==> config.mk <==
export PLATFORM = sky130hd
export DESIGN_NAME = uart_link
export DESIGN_NICKNAME = d
export VERILOG_FILES = /design/src/uart_frame_pkg.sv /design/src/uart_link_pkg.sv /design/src/cmd_dispatch.sv /design/src/rx_collector.sv /design/src/uart_link.sv /design/src/uart_rx.sv /design/src/uart_tx.sv
export SDC_FILE = /design/constraint.sdc
export NUM_CORES = 1
export LEC_CHECK = 0
export BUFFER_PORTS_ARGS = -buffer_cell sky130_fd_sc_hd__buf_4
export CORE_AREA = 4 4 218 220
export CTS_BUF_LIST = sky130_fd_sc_hd__clkbuf_16
export DETAILED_ROUTE_END_ITERATION = 10
export DIE_AREA = 0 0 222 224
export PLACE_DENSITY = 0.68
export SYNTH_ARGS = -nofsm -noshare
export SYNTH_HDL_FRONTEND = slang
export SYNTH_HIERARCHICAL = 1
export SYNTH_SLANG_ARGS = --single-unit
export TNS_END_PERCENT = 20
==> constraint.sdc <==
create_clock -name clk -period 2.9 [get_ports clk]
set_input_delay 0.145 -clock clk [delete_from_list [all_inputs] [get_ports clk]]
set_output_delay 0.145 -clock clk [all_outputs]
set_load 0.03 [all_outputs]
==> src/uart_frame_pkg.sv <==
`default_nettype none

package uart_frame_pkg;

   // start, eight data bits lsb first, odd parity, stop
   localparam int FRAME_BITS = 11;
   localparam int DATA_BITS  = 8;

   typedef enum logic [2:0] {
      TX_IDLE,
      TX_START,
      TX_DATA,
      TX_PARITY,
      TX_STOP
   } tx_state_e;

   typedef enum logic [2:0] {
      RX_IDLE,
      RX_START,   // waiting for the middle of the start bit
      RX_DATA,
      RX_PARITY,
      RX_STOP
   } rx_state_e;

   typedef struct packed {
      logic [DATA_BITS-1:0] data;
      logic                 parity_err;  // ones in data plus parity came out even
      logic                 frame_err;   // stop bit sampled low
   } rx_byte_t;

endpackage

`default_nettype wire

==> src/uart_link_pkg.sv <==
`default_nettype none

package uart_link_pkg;

   localparam int CHAN_W = 2;  // up to four channels

   // host command, the word goes out high byte first
   typedef struct packed {
      logic [CHAN_W-1:0] chan;
      logic [15:0]       word;
   } cmd_t;

   typedef struct packed {
      logic [CHAN_W-1:0]        chan;
      uart_frame_pkg::rx_byte_t rx_byte;
      logic                     overrun;  // an older byte of this channel was dropped
   } read_rec_t;

endpackage

`default_nettype wire

==> src/cmd_dispatch.sv <==
`default_nettype none

module cmd_dispatch #(
   parameter int NUM_CHAN = 4
) (
   input  logic                       clk,
   input  logic                       rst_n,
   input  uart_link_pkg::cmd_t        cmd,
   input  logic                       cmd_vld,
   output logic                       cmd_rdy,
   input  logic [NUM_CHAN-1:0]        busy,
   output logic [NUM_CHAN-1:0]        load,
   output logic [NUM_CHAN-1:0][15:0]  word
);

   logic [NUM_CHAN-1:0]       slot_vld;
   logic [NUM_CHAN-1:0][15:0] slot_word;
   logic [NUM_CHAN-1:0]       tx_free;  // no frame on the line and no load in flight
   logic [NUM_CHAN-1:0]       fwd;      // held command leaves for its transmitter
   logic [NUM_CHAN-1:0]       take;     // accepted command addressed to this channel
   logic [NUM_CHAN-1:0]       direct;   // accepted command bypasses the slot
   logic                      accept;

   assign tx_free = ~busy & ~load;
   assign fwd     = slot_vld & tx_free;

   // refuse only when the slot is full and its transmitter cannot take it
   assign cmd_rdy = (int'(cmd.chan) < NUM_CHAN) &&
                    !(slot_vld[cmd.chan] && !tx_free[cmd.chan]);
   assign accept  = cmd_vld && cmd_rdy;

   always_comb begin
      for (int i = 0; i < NUM_CHAN; i++) begin
         take[i]   = accept && (int'(cmd.chan) == i);
         direct[i] = take[i] && tx_free[i] && !slot_vld[i];
      end
   end

   always_ff @(posedge clk) begin
      for (int i = 0; i < NUM_CHAN; i++) begin
         if (take[i] && !direct[i])
            slot_word[i] <= cmd.word;
         if (fwd[i])
            word[i] <= slot_word[i];
         else if (direct[i])
            word[i] <= cmd.word;
      end
   end

   always_ff @(posedge clk or negedge rst_n) begin
      if (!rst_n) begin
         slot_vld <= '0;
         load     <= '0;
      end else begin
         load <= fwd | direct;
         for (int i = 0; i < NUM_CHAN; i++) begin
            if (take[i] && !direct[i])
               slot_vld[i] <= 1'b1;  // may refill in the same cycle it forwards
            else if (fwd[i])
               slot_vld[i] <= 1'b0;
         end
      end
   end

endmodule

`default_nettype wire

==> src/rx_collector.sv <==
`default_nettype none

module rx_collector #(
   parameter int NUM_CHAN = 4
) (
   input  logic                                     clk,
   input  logic                                     rst_n,
   input  logic [NUM_CHAN-1:0]                      byte_vld,
   input  uart_frame_pkg::rx_byte_t [NUM_CHAN-1:0]  rx_byte,
   output logic                                     read_vld,
   output uart_link_pkg::read_rec_t                 read_rec
);

   logic [NUM_CHAN-1:0]                     slot_full;
   logic [NUM_CHAN-1:0]                     slot_ovr;
   uart_frame_pkg::rx_byte_t [NUM_CHAN-1:0] slot_byte;
   logic [uart_link_pkg::CHAN_W-1:0]        last;  // channel served most recently
   logic [uart_link_pkg::CHAN_W-1:0]        pick;
   logic                                    pick_vld;

   // search starts one past the last served channel and wraps
   always_comb begin
      pick_vld = 1'b0;
      pick     = last;
      for (int k = 1; k <= NUM_CHAN; k++) begin
         logic [uart_link_pkg::CHAN_W-1:0] idx;
         idx = uart_link_pkg::CHAN_W'((int'(last) + k) % NUM_CHAN);
         if (!pick_vld && slot_full[idx]) begin
            pick_vld = 1'b1;
            pick     = idx;
         end
      end
   end

   always_ff @(posedge clk) begin
      for (int i = 0; i < NUM_CHAN; i++) begin
         if (byte_vld[i])
            slot_byte[i] <= rx_byte[i];
      end
      if (pick_vld) begin
         read_rec.chan    <= pick;
         read_rec.rx_byte <= slot_byte[pick];
         read_rec.overrun <= slot_ovr[pick];
      end
   end

   always_ff @(posedge clk or negedge rst_n) begin
      if (!rst_n) begin
         slot_full <= '0;
         slot_ovr  <= '0;
         last      <= '0;
         read_vld  <= 1'b0;
      end else begin
         read_vld <= pick_vld;
         if (pick_vld) begin
            last            <= pick;
            slot_full[pick] <= 1'b0;
         end
         // a new byte wins over the drain in the same cycle
         for (int i = 0; i < NUM_CHAN; i++) begin
            if (byte_vld[i]) begin
               slot_full[i] <= 1'b1;
               slot_ovr[i]  <= slot_full[i] && !(pick_vld && int'(pick) == i);
            end
         end
      end
   end

endmodule

`default_nettype wire

==> src/uart_link.sv <==
`default_nettype none

module uart_link #(
   parameter int NUM_CHAN     = 4,
   parameter int CLKS_PER_BIT = 8
) (
   input  logic                     clk,
   input  logic                     rst_n,
   input  uart_link_pkg::cmd_t      cmd,
   input  logic                     cmd_vld,
   output logic                     cmd_rdy,
   output logic [NUM_CHAN-1:0]      tx,
   input  logic [NUM_CHAN-1:0]      rx,
   output logic                     read_vld,
   output uart_link_pkg::read_rec_t read_rec
);

   logic [NUM_CHAN-1:0]                     busy;
   logic [NUM_CHAN-1:0]                     load;
   logic [NUM_CHAN-1:0][15:0]               word;
   logic [NUM_CHAN-1:0]                     byte_vld;
   uart_frame_pkg::rx_byte_t [NUM_CHAN-1:0] rx_byte;

   cmd_dispatch #(
      .NUM_CHAN(NUM_CHAN)
   ) u_dispatch (
      .clk     (clk),
      .rst_n   (rst_n),
      .cmd     (cmd),
      .cmd_vld (cmd_vld),
      .cmd_rdy (cmd_rdy),
      .busy    (busy),
      .load    (load),
      .word    (word)
   );

   for (genvar i = 0; i < NUM_CHAN; i++) begin : g_chan
      uart_tx #(
         .CLKS_PER_BIT(CLKS_PER_BIT)
      ) u_tx (
         .clk   (clk),
         .rst_n (rst_n),
         .load  (load[i]),
         .word  (word[i]),
         .tx    (tx[i]),
         .busy  (busy[i])
      );

      uart_rx #(
         .CLKS_PER_BIT(CLKS_PER_BIT)
      ) u_rx (
         .clk      (clk),
         .rst_n    (rst_n),
         .rx       (rx[i]),
         .byte_vld (byte_vld[i]),
         .rx_byte  (rx_byte[i])
      );
   end

   rx_collector #(
      .NUM_CHAN(NUM_CHAN)
   ) u_collector (
      .clk      (clk),
      .rst_n    (rst_n),
      .byte_vld (byte_vld),
      .rx_byte  (rx_byte),
      .read_vld (read_vld),
      .read_rec (read_rec)
   );

endmodule

`default_nettype wire

==> src/uart_rx.sv <==
`default_nettype none

module uart_rx #(
   parameter int CLKS_PER_BIT = 8
) (
   input  logic                     clk,
   input  logic                     rst_n,
   input  logic                     rx,
   output logic                     byte_vld,
   output uart_frame_pkg::rx_byte_t rx_byte
);

   localparam int CNT_W    = (CLKS_PER_BIT > 1) ? $clog2(CLKS_PER_BIT) : 1;
   localparam int IDX_W    = $clog2(uart_frame_pkg::FRAME_BITS);
   localparam int HALF_BIT = (CLKS_PER_BIT > 1) ? CLKS_PER_BIT / 2 : 1;

   uart_frame_pkg::rx_state_e state;

   logic                                 rx_s1;
   logic                                 rx_s2;
   logic                                 rx_d;  // previous synchronized level for edge detect
   logic [CNT_W-1:0]                     clk_cnt;
   logic [IDX_W-1:0]                     bit_idx;
   logic [uart_frame_pkg::DATA_BITS-1:0] shift_q;
   logic                                 par_q;
   logic                                 start_edge;
   logic                                 half_end;
   logic                                 bit_end;

   // an edge needs a high level first, so a low line after a bad stop bit is ignored
   assign start_edge = rx_d && !rx_s2;
   assign half_end   = clk_cnt == CNT_W'(HALF_BIT - 1);
   assign bit_end    = clk_cnt == CNT_W'(CLKS_PER_BIT - 1);

   always_ff @(posedge clk or negedge rst_n) begin
      if (!rst_n) begin
         rx_s1 <= 1'b1;
         rx_s2 <= 1'b1;
         rx_d  <= 1'b1;
      end else begin
         rx_s1 <= rx;
         rx_s2 <= rx_s1;
         rx_d  <= rx_s2;
      end
   end

   always_ff @(posedge clk) begin
      if (bit_end && state == uart_frame_pkg::RX_DATA)
         shift_q <= {rx_s2, shift_q[uart_frame_pkg::DATA_BITS-1:1]};  // lsb arrives first
      if (bit_end && state == uart_frame_pkg::RX_PARITY)
         par_q <= rx_s2;
      if (bit_end && state == uart_frame_pkg::RX_STOP) begin
         rx_byte.data       <= shift_q;
         rx_byte.parity_err <= ~^{shift_q, par_q};
         rx_byte.frame_err  <= !rx_s2;
      end
   end

   always_ff @(posedge clk or negedge rst_n) begin
      if (!rst_n) begin
         state    <= uart_frame_pkg::RX_IDLE;
         clk_cnt  <= '0;
         bit_idx  <= '0;
         byte_vld <= 1'b0;
      end else begin
         byte_vld <= 1'b0;
         case (state)
            uart_frame_pkg::RX_IDLE: begin
               clk_cnt <= '0;
               if (start_edge)
                  state <= uart_frame_pkg::RX_START;
            end
            uart_frame_pkg::RX_START: begin
               if (!half_end) begin
                  clk_cnt <= clk_cnt + 1'b1;
               end else begin
                  // from here on every sample lands in the middle of a bit
                  clk_cnt <= '0;
                  bit_idx <= '0;
                  state   <= rx_s2 ? uart_frame_pkg::RX_IDLE : uart_frame_pkg::RX_DATA;
               end
            end
            default: begin
               if (!bit_end) begin
                  clk_cnt <= clk_cnt + 1'b1;
               end else begin
                  clk_cnt <= '0;
                  if (state == uart_frame_pkg::RX_DATA) begin
                     bit_idx <= bit_idx + 1'b1;
                     if (bit_idx == IDX_W'(uart_frame_pkg::DATA_BITS - 1))
                        state <= uart_frame_pkg::RX_PARITY;
                  end else if (state == uart_frame_pkg::RX_PARITY) begin
                     state <= uart_frame_pkg::RX_STOP;
                  end else begin
                     byte_vld <= 1'b1;
                     state    <= uart_frame_pkg::RX_IDLE;
                  end
               end
            end
         endcase
      end
   end

endmodule

`default_nettype wire

==> src/uart_tx.sv <==
`default_nettype none

module uart_tx #(
   parameter int CLKS_PER_BIT = 8
) (
   input  logic        clk,
   input  logic        rst_n,
   input  logic        load,
   input  logic [15:0] word,
   output logic        tx,
   output logic        busy
);

   localparam int CNT_W = (CLKS_PER_BIT > 1) ? $clog2(CLKS_PER_BIT) : 1;
   localparam int IDX_W = $clog2(uart_frame_pkg::FRAME_BITS);

   uart_frame_pkg::tx_state_e state;

   logic [CNT_W-1:0]                     clk_cnt;
   logic [IDX_W-1:0]                     bit_idx;
   logic                                 byte_sel;  // 0 while the high byte is on the line
   logic [15:0]                          word_q;
   logic [1:0]                           par_q;     // odd parity of high and low byte
   logic [uart_frame_pkg::DATA_BITS-1:0] shift_q;
   logic [uart_frame_pkg::DATA_BITS-1:0] cur_byte;
   logic                                 cur_par;
   logic                                 bit_end;

   assign bit_end  = clk_cnt == CNT_W'(CLKS_PER_BIT - 1);
   assign cur_byte = byte_sel ? word_q[7:0] : word_q[15:8];
   assign cur_par  = byte_sel ? par_q[0] : par_q[1];
   assign busy     = state != uart_frame_pkg::TX_IDLE;

   // both parity bits are ready before the first start bit goes out
   always_ff @(posedge clk) begin
      if (load && !busy) begin
         word_q <= word;
         par_q  <= {~^word[15:8], ~^word[7:0]};
      end
      if (bit_end && state == uart_frame_pkg::TX_START)
         shift_q <= cur_byte >> 1;  // bit 0 leaves straight from cur_byte
      else if (bit_end && state == uart_frame_pkg::TX_DATA)
         shift_q <= shift_q >> 1;
   end

   always_ff @(posedge clk or negedge rst_n) begin
      if (!rst_n) begin
         state    <= uart_frame_pkg::TX_IDLE;
         clk_cnt  <= '0;
         bit_idx  <= '0;
         byte_sel <= 1'b0;
         tx       <= 1'b1;
      end else if (state == uart_frame_pkg::TX_IDLE) begin
         clk_cnt <= '0;
         if (load) begin
            state    <= uart_frame_pkg::TX_START;
            byte_sel <= 1'b0;
            tx       <= 1'b0;
         end
      end else if (!bit_end) begin
         clk_cnt <= clk_cnt + 1'b1;
      end else begin
         clk_cnt <= '0;
         case (state)
            uart_frame_pkg::TX_START: begin
               state   <= uart_frame_pkg::TX_DATA;
               bit_idx <= '0;
               tx      <= cur_byte[0];
            end
            uart_frame_pkg::TX_DATA: begin
               if (bit_idx == IDX_W'(uart_frame_pkg::DATA_BITS - 1)) begin
                  state <= uart_frame_pkg::TX_PARITY;
                  tx    <= cur_par;
               end else begin
                  bit_idx <= bit_idx + 1'b1;
                  tx      <= shift_q[0];
               end
            end
            uart_frame_pkg::TX_PARITY: begin
               state <= uart_frame_pkg::TX_STOP;
               tx    <= 1'b1;
            end
            uart_frame_pkg::TX_STOP: begin
               if (!byte_sel) begin
                  // the low byte frame follows with no idle gap
                  byte_sel <= 1'b1;
                  state    <= uart_frame_pkg::TX_START;
                  tx       <= 1'b0;
               end else begin
                  state <= uart_frame_pkg::TX_IDLE;
               end
            end
            default: state <= uart_frame_pkg::TX_IDLE;
         endcase
      end
   end

endmodule

`default_nettype wire
==> Flow_metrics.wiki <==
{| class="wikitable"
! Metric !! Value
|-
| Residual antenna-violating net count after detailed routing || 0
|-
| Final hold slack || 0.0750 ns
|-
| Post-CTS setup buffer count || 0
|-
| Count of pins over their slew limit || 0
|-
| Register-to-register setup slack || 0.42 ns
|-
| Relative slew slack || 42.0%
|-
| TritonCTS clock tree || built
|-
| Number of endpoints failing setup at the final stage || 0
|-
| Crit path DAT || 2.57 ns
|-
| Number of flip-flops and latches in the synthesized netlist || 480
|-
| Layout net count || 1474
|-
| Cell class contributing the biggest share of worst-path delay || simple AND/OR/NAND/NOR gates
|-
| Dpl ws || 0.439 ns
|-
| Die Area || 49700 sq um
|-
| Routed len/inst || 16.1 microns
|-
| Power Density || 805 nW/um^2
|-
| Root Buffer Master || sky130_fd_sc_hd__clkbuf_16
|-
| RD Place Congestion || 0.783
|-
| Crit Path Class || reg2out
|-
| DR iter-0 viols || 666
|-
| Worst Tran Pin Value || 0.869 ns
|-
| Top cell type's share of synthesized area || 53.0%
|-
| Maximum achievable frequency || 369 MHz
|-
| Post-detailed-routing wire length || 33.1 mm
|-
| Worst r2r dst || u_dispatch/word[34]$_DFFE_PP_
|-
| Sequence of cells on the critical path || nor3_4, inv_1, nor2_1, o32ai_1, o21ai_0, buf_4
|-
| Class of the tightest hold or removal check || in2async
|-
| Overall routing resource usage || 13.4%
|-
| Number of enable-type register cells in the synthesized netlist || 357
|-
| Buf+Inv Stages, Crit Path || 2
|-
| Number of vias in the routed layout || 10452
|-
| Reg-to-Reg Start || g_chan[2].u_tx/state[0]$_DFFE_PN0P_
|-
| Yosys warns || 6
|-
| CTS sink count || 480
|-
| Crit path required time || 2.76 ns
|-
| Critical Path Slowest Stage Cell || sky130_fd_sc_hd__dfrtp_1
|-
| Final critical delay including setup and external delays || 2.71 ns
|-
| Largest cells by area after synthesis || sky130_fd_sc_hd__edfxtp_1, sky130_fd_sc_hd__dfrtp_1, sky130_fd_sc_hd__mux2_2
|-
| Leakage power of the design || 8.03 nW
|-
| Maximum root-to-sink buffer count || 3
|-
| Share of synthesized flip-flops with an asynchronous set or reset || 25.6%
|-
| Setup repair after global routing missed its margin || no
|-
| Outcome || completed
|-
| Count of cell types in the netlist || 76
|-
| Stages on worst setup path || 6
|-
| Global-route wire length before repair || 54.8 mm
|-
| Sort of element at the end of the critical path || output port
|-
| Via count of the first global-routing pass || 10637
|-
| Initial Utilization || 44.7%
|-
| Area of the mapped netlist || 20200 sq um
|-
| Final core utilization || 50.3%
|-
| Placeable Area || 45300 sq um
|-
| Final worst setup slack || 0.186 ns
|-
| Gate Count Post-Synth || 1337
|-
| Total Power || 0.0183 W
|-
| Final hold violation count || 0
|-
| Mean instance size in the synthesized netlist || 15.1 sq um
|-
| Final setup TNS || 0 ns
|-
| H-Tree Depth || 2
|-
| Die outline height || 224 microns
|-
| Number of maximum-capacitance constraint violations || 0
|-
| Stage delay of the slowest cell on the critical path || 0.57 ns
|-
| Post-detail-place hpwl || 21.6 mm
|-
| Initial antenna violation count || 0
|-
| Clock-pin slew on the worst setup and hold paths || 0.06 ns
|-
| DRT Pass-1 Iters || 4
|-
| Largest fanout of any net on the critical path || 12
|-
| Row cnt || 78
|-
| Vias per std cell || 5.08
|-
| Dominant cell type by area after synthesis || sky130_fd_sc_hd__edfxtp_1
|-
| Buffers on Ports || 43
|-
| Max VDD drop || 0.469 mV
|-
| Number of diodes added for antenna fixing || 0
|-
| Fin Clk Skew || 0.0190 ns
|-
| Synth-to-layout area growth || 12.5%
|-
| Overflow left after global routing || 0
|-
| Total nets after synthesis || 1394
|-
| Type of element launching the critical path || register
|-
| Number of DRC violations after detailed routing || 0
|-
| Pin count of the biggest net entering global routing || 81
|-
| Worst reg2reg path depth || 6
|-
| X dimension of the die || 222 microns
|-
| Fraction of layout instances using a drive strength above 1 || 19.4%
|-
| Sequential-to-total area share from yosys stat || 68.3%
|-
| Crit share post-route || 93.6%
|-
| Worst-skew pair later-pin latency || 0.58 ns
|-
| Inserted Clock Buffers || 48
|-
| IO Pins || 44
|-
| Most instantiated flip-flop cell in the synthesis netlist || sky130_fd_sc_hd__edfxtp_1
|}
## layout make-up
cell class,count,area [sq um]
sequential,480,13800
clock buffer,49,1230
tap,600,751
clock inverter,41,254
inverter,43,166
timing repair buffer,84,699
multi-input combinational,760,5870
fill,3727,22500
## registers in the layout (all words and copies together), names as in the netlist, 16 cells and up
register and flops:
u_dispatch/word 64, g_chan.u_rx/shift_q 32, g_chan.u_tx/bit_idx 16, g_chan.u_rx/rx_byte 40
g_chan.u_tx/shift_q 28, u_dispatch/slot_word 64, g_chan.u_rx/bit_idx 16, g_chan.u_tx/word_q 64
u_collector/slot_byte 40
## layout by cell type (no fill, tap or decap), types with 16 or more instances in the layout
| cell type | n |
|---|---|
| sky130_fd_sc_hd__dlygate4sd3_1 | 21 |
| sky130_fd_sc_hd__edfxtp_1 | 357 |
| sky130_fd_sc_hd__xnor2_1 | 92 |
| sky130_fd_sc_hd__nor3_1 | 19 |
| sky130_fd_sc_hd__buf_4 | 61 |
| sky130_fd_sc_hd__nor2b_1 | 20 |
| sky130_fd_sc_hd__nand3b_1 | 17 |
| sky130_fd_sc_hd__nand2b_1 | 20 |
| sky130_fd_sc_hd__dfstp_2 | 16 |
| sky130_fd_sc_hd__o21ai_0 | 20 |
| sky130_fd_sc_hd__inv_1 | 46 |
| sky130_fd_sc_hd__mux2_2 | 74 |
| sky130_fd_sc_hd__clkbuf_16 | 49 |
| sky130_fd_sc_hd__dfrtp_1 | 107 |
| sky130_fd_sc_hd__mux2i_1 | 41 |
| sky130_fd_sc_hd__ha_1 | 32 |
| sky130_fd_sc_hd__nand2_1 | 65 |
| sky130_fd_sc_hd__a21oi_1 | 61 |
| sky130_fd_sc_hd__nor2_1 | 72 |
## where the power goes
| group | total (W) | internal [W] | switching [W] |
|---|---|---|---|
| registers | 0.00915 | 0.00831 | 0.000838 |
| logic | 0.00342 | 0.00166 | 0.00176 |
| clock network | 0.00576 | 0.00325 | 0.00251 |
| total | 0.0183 | 0.0132 | 0.00511 |
## Yosys cell counts, types with 7 or more instances
master and count:
sky130_fd_sc_hd__o21ai_0 20, sky130_fd_sc_hd__nor2_1 72, sky130_fd_sc_hd__xnor2_1 92, sky130_fd_sc_hd__buf_4 13
sky130_fd_sc_hd__a21o_1 12, sky130_fd_sc_hd__a21oi_1 61, sky130_fd_sc_hd__nand3b_1 17, sky130_fd_sc_hd__a22o_1 15
sky130_fd_sc_hd__dfrtp_1 107, sky130_fd_sc_hd__mux2_2 74, sky130_fd_sc_hd__buf_6 14, sky130_fd_sc_hd__dfstp_2 16
sky130_fd_sc_hd__mux2_1 8, sky130_fd_sc_hd__mux2i_1 41, sky130_fd_sc_hd__and3_1 8, sky130_fd_sc_hd__inv_1 36
sky130_fd_sc_hd__o2bb2ai_1 7, sky130_fd_sc_hd__ha_1 32, sky130_fd_sc_hd__nor2b_1 20, sky130_fd_sc_hd__and2_1 11
sky130_fd_sc_hd__nand3_1 10, sky130_fd_sc_hd__buf_2 26, sky130_fd_sc_hd__nor3_1 19, sky130_fd_sc_hd__o21ai_1 8
sky130_fd_sc_hd__a32oi_1 14, sky130_fd_sc_hd__nand2b_1 20, sky130_fd_sc_hd__edfxtp_1 357, sky130_fd_sc_hd__nand2_1 65
## stage by stage
step                instances  instance area (sq um)
finish                   2057                  22800
global route             2057                  22800
CTS                      2057                  22800
detailed placement       1946                  21100
global placement         1946                  21100
floorplan                1337                  20200
## what timing repair did
action | 4_1_cts | 5_1_grt
hold buffers | 21 | 0
endpoints found under the setup margin | 0 | 1
resized for setup | 0 | 1
hold endpoints to repair | 219 | 0
## worst max-delay path by stage
stage | from | endpoint | slack (ns)
after CTS | g_chan[1].u_tx/state[2]$_DFFE_PN0P_ | cmd_rdy | 0.16
final | g_chan[0].u_tx/state[0]$_DFFE_PN0P_ | cmd_rdy | 0.19
after global routing | g_chan[0].u_tx/state[0]$_DFFE_PN0P_ | cmd_rdy | 0.05
after detailed placement | g_chan[2].u_tx/state[0]$_DFFE_PN0P_ | u_dispatch/word[35]$_DFFE_PP_ | 0.44
after global placement | g_chan[2].u_tx/state[0]$_DFFE_PN0P_ | u_dispatch/word[35]$_DFFE_PP_ | 0.51
after floorplan | g_chan[1].u_tx/state[1]$_DFFE_PN0P_ | u_dispatch/slot_word[16]$_DFFE_PP_ | 0.63
## layer usage
metal,wire [microns],track usage [%],part of all wire [%],up-vias
li1,-,-,-,5117
met1,14800,17.5,45,5116
met2,16100,22.4,49,159
met3,1220,2.44,3.7,60
met4,1040,5.32,3.1,0
met5,0,0,0,-
## cells by family (layout without fill, tap and decap cells)
kind of cell | after synthesis | in the layout | share of synthesized area [%]
xor+xnor | 96 | 96 | 4.15
mux | 129 | 129 | 7.18
buf+inv | 97 | 217 | 2.80
fa+ha+maj | 36 | 36 | 2.18
compound gates | 198 | 198 | 6.83
simple gates | 301 | 301 | 8.60
flops | 480 | 480 | 68.3
## worst reg2reg max path, delay by kind of cell (launching register included)
| family | cells | cell delay, ns |
|---|---|---|
| buffers and inverters | 2 | 0.34 |
| AND/OR/NAND/NOR | 3 | 0.97 |
| multiplexers | 1 | 0.36 |
| flip-flops | 1 | 0.56 |
Power figures use the tool's default switching activity.
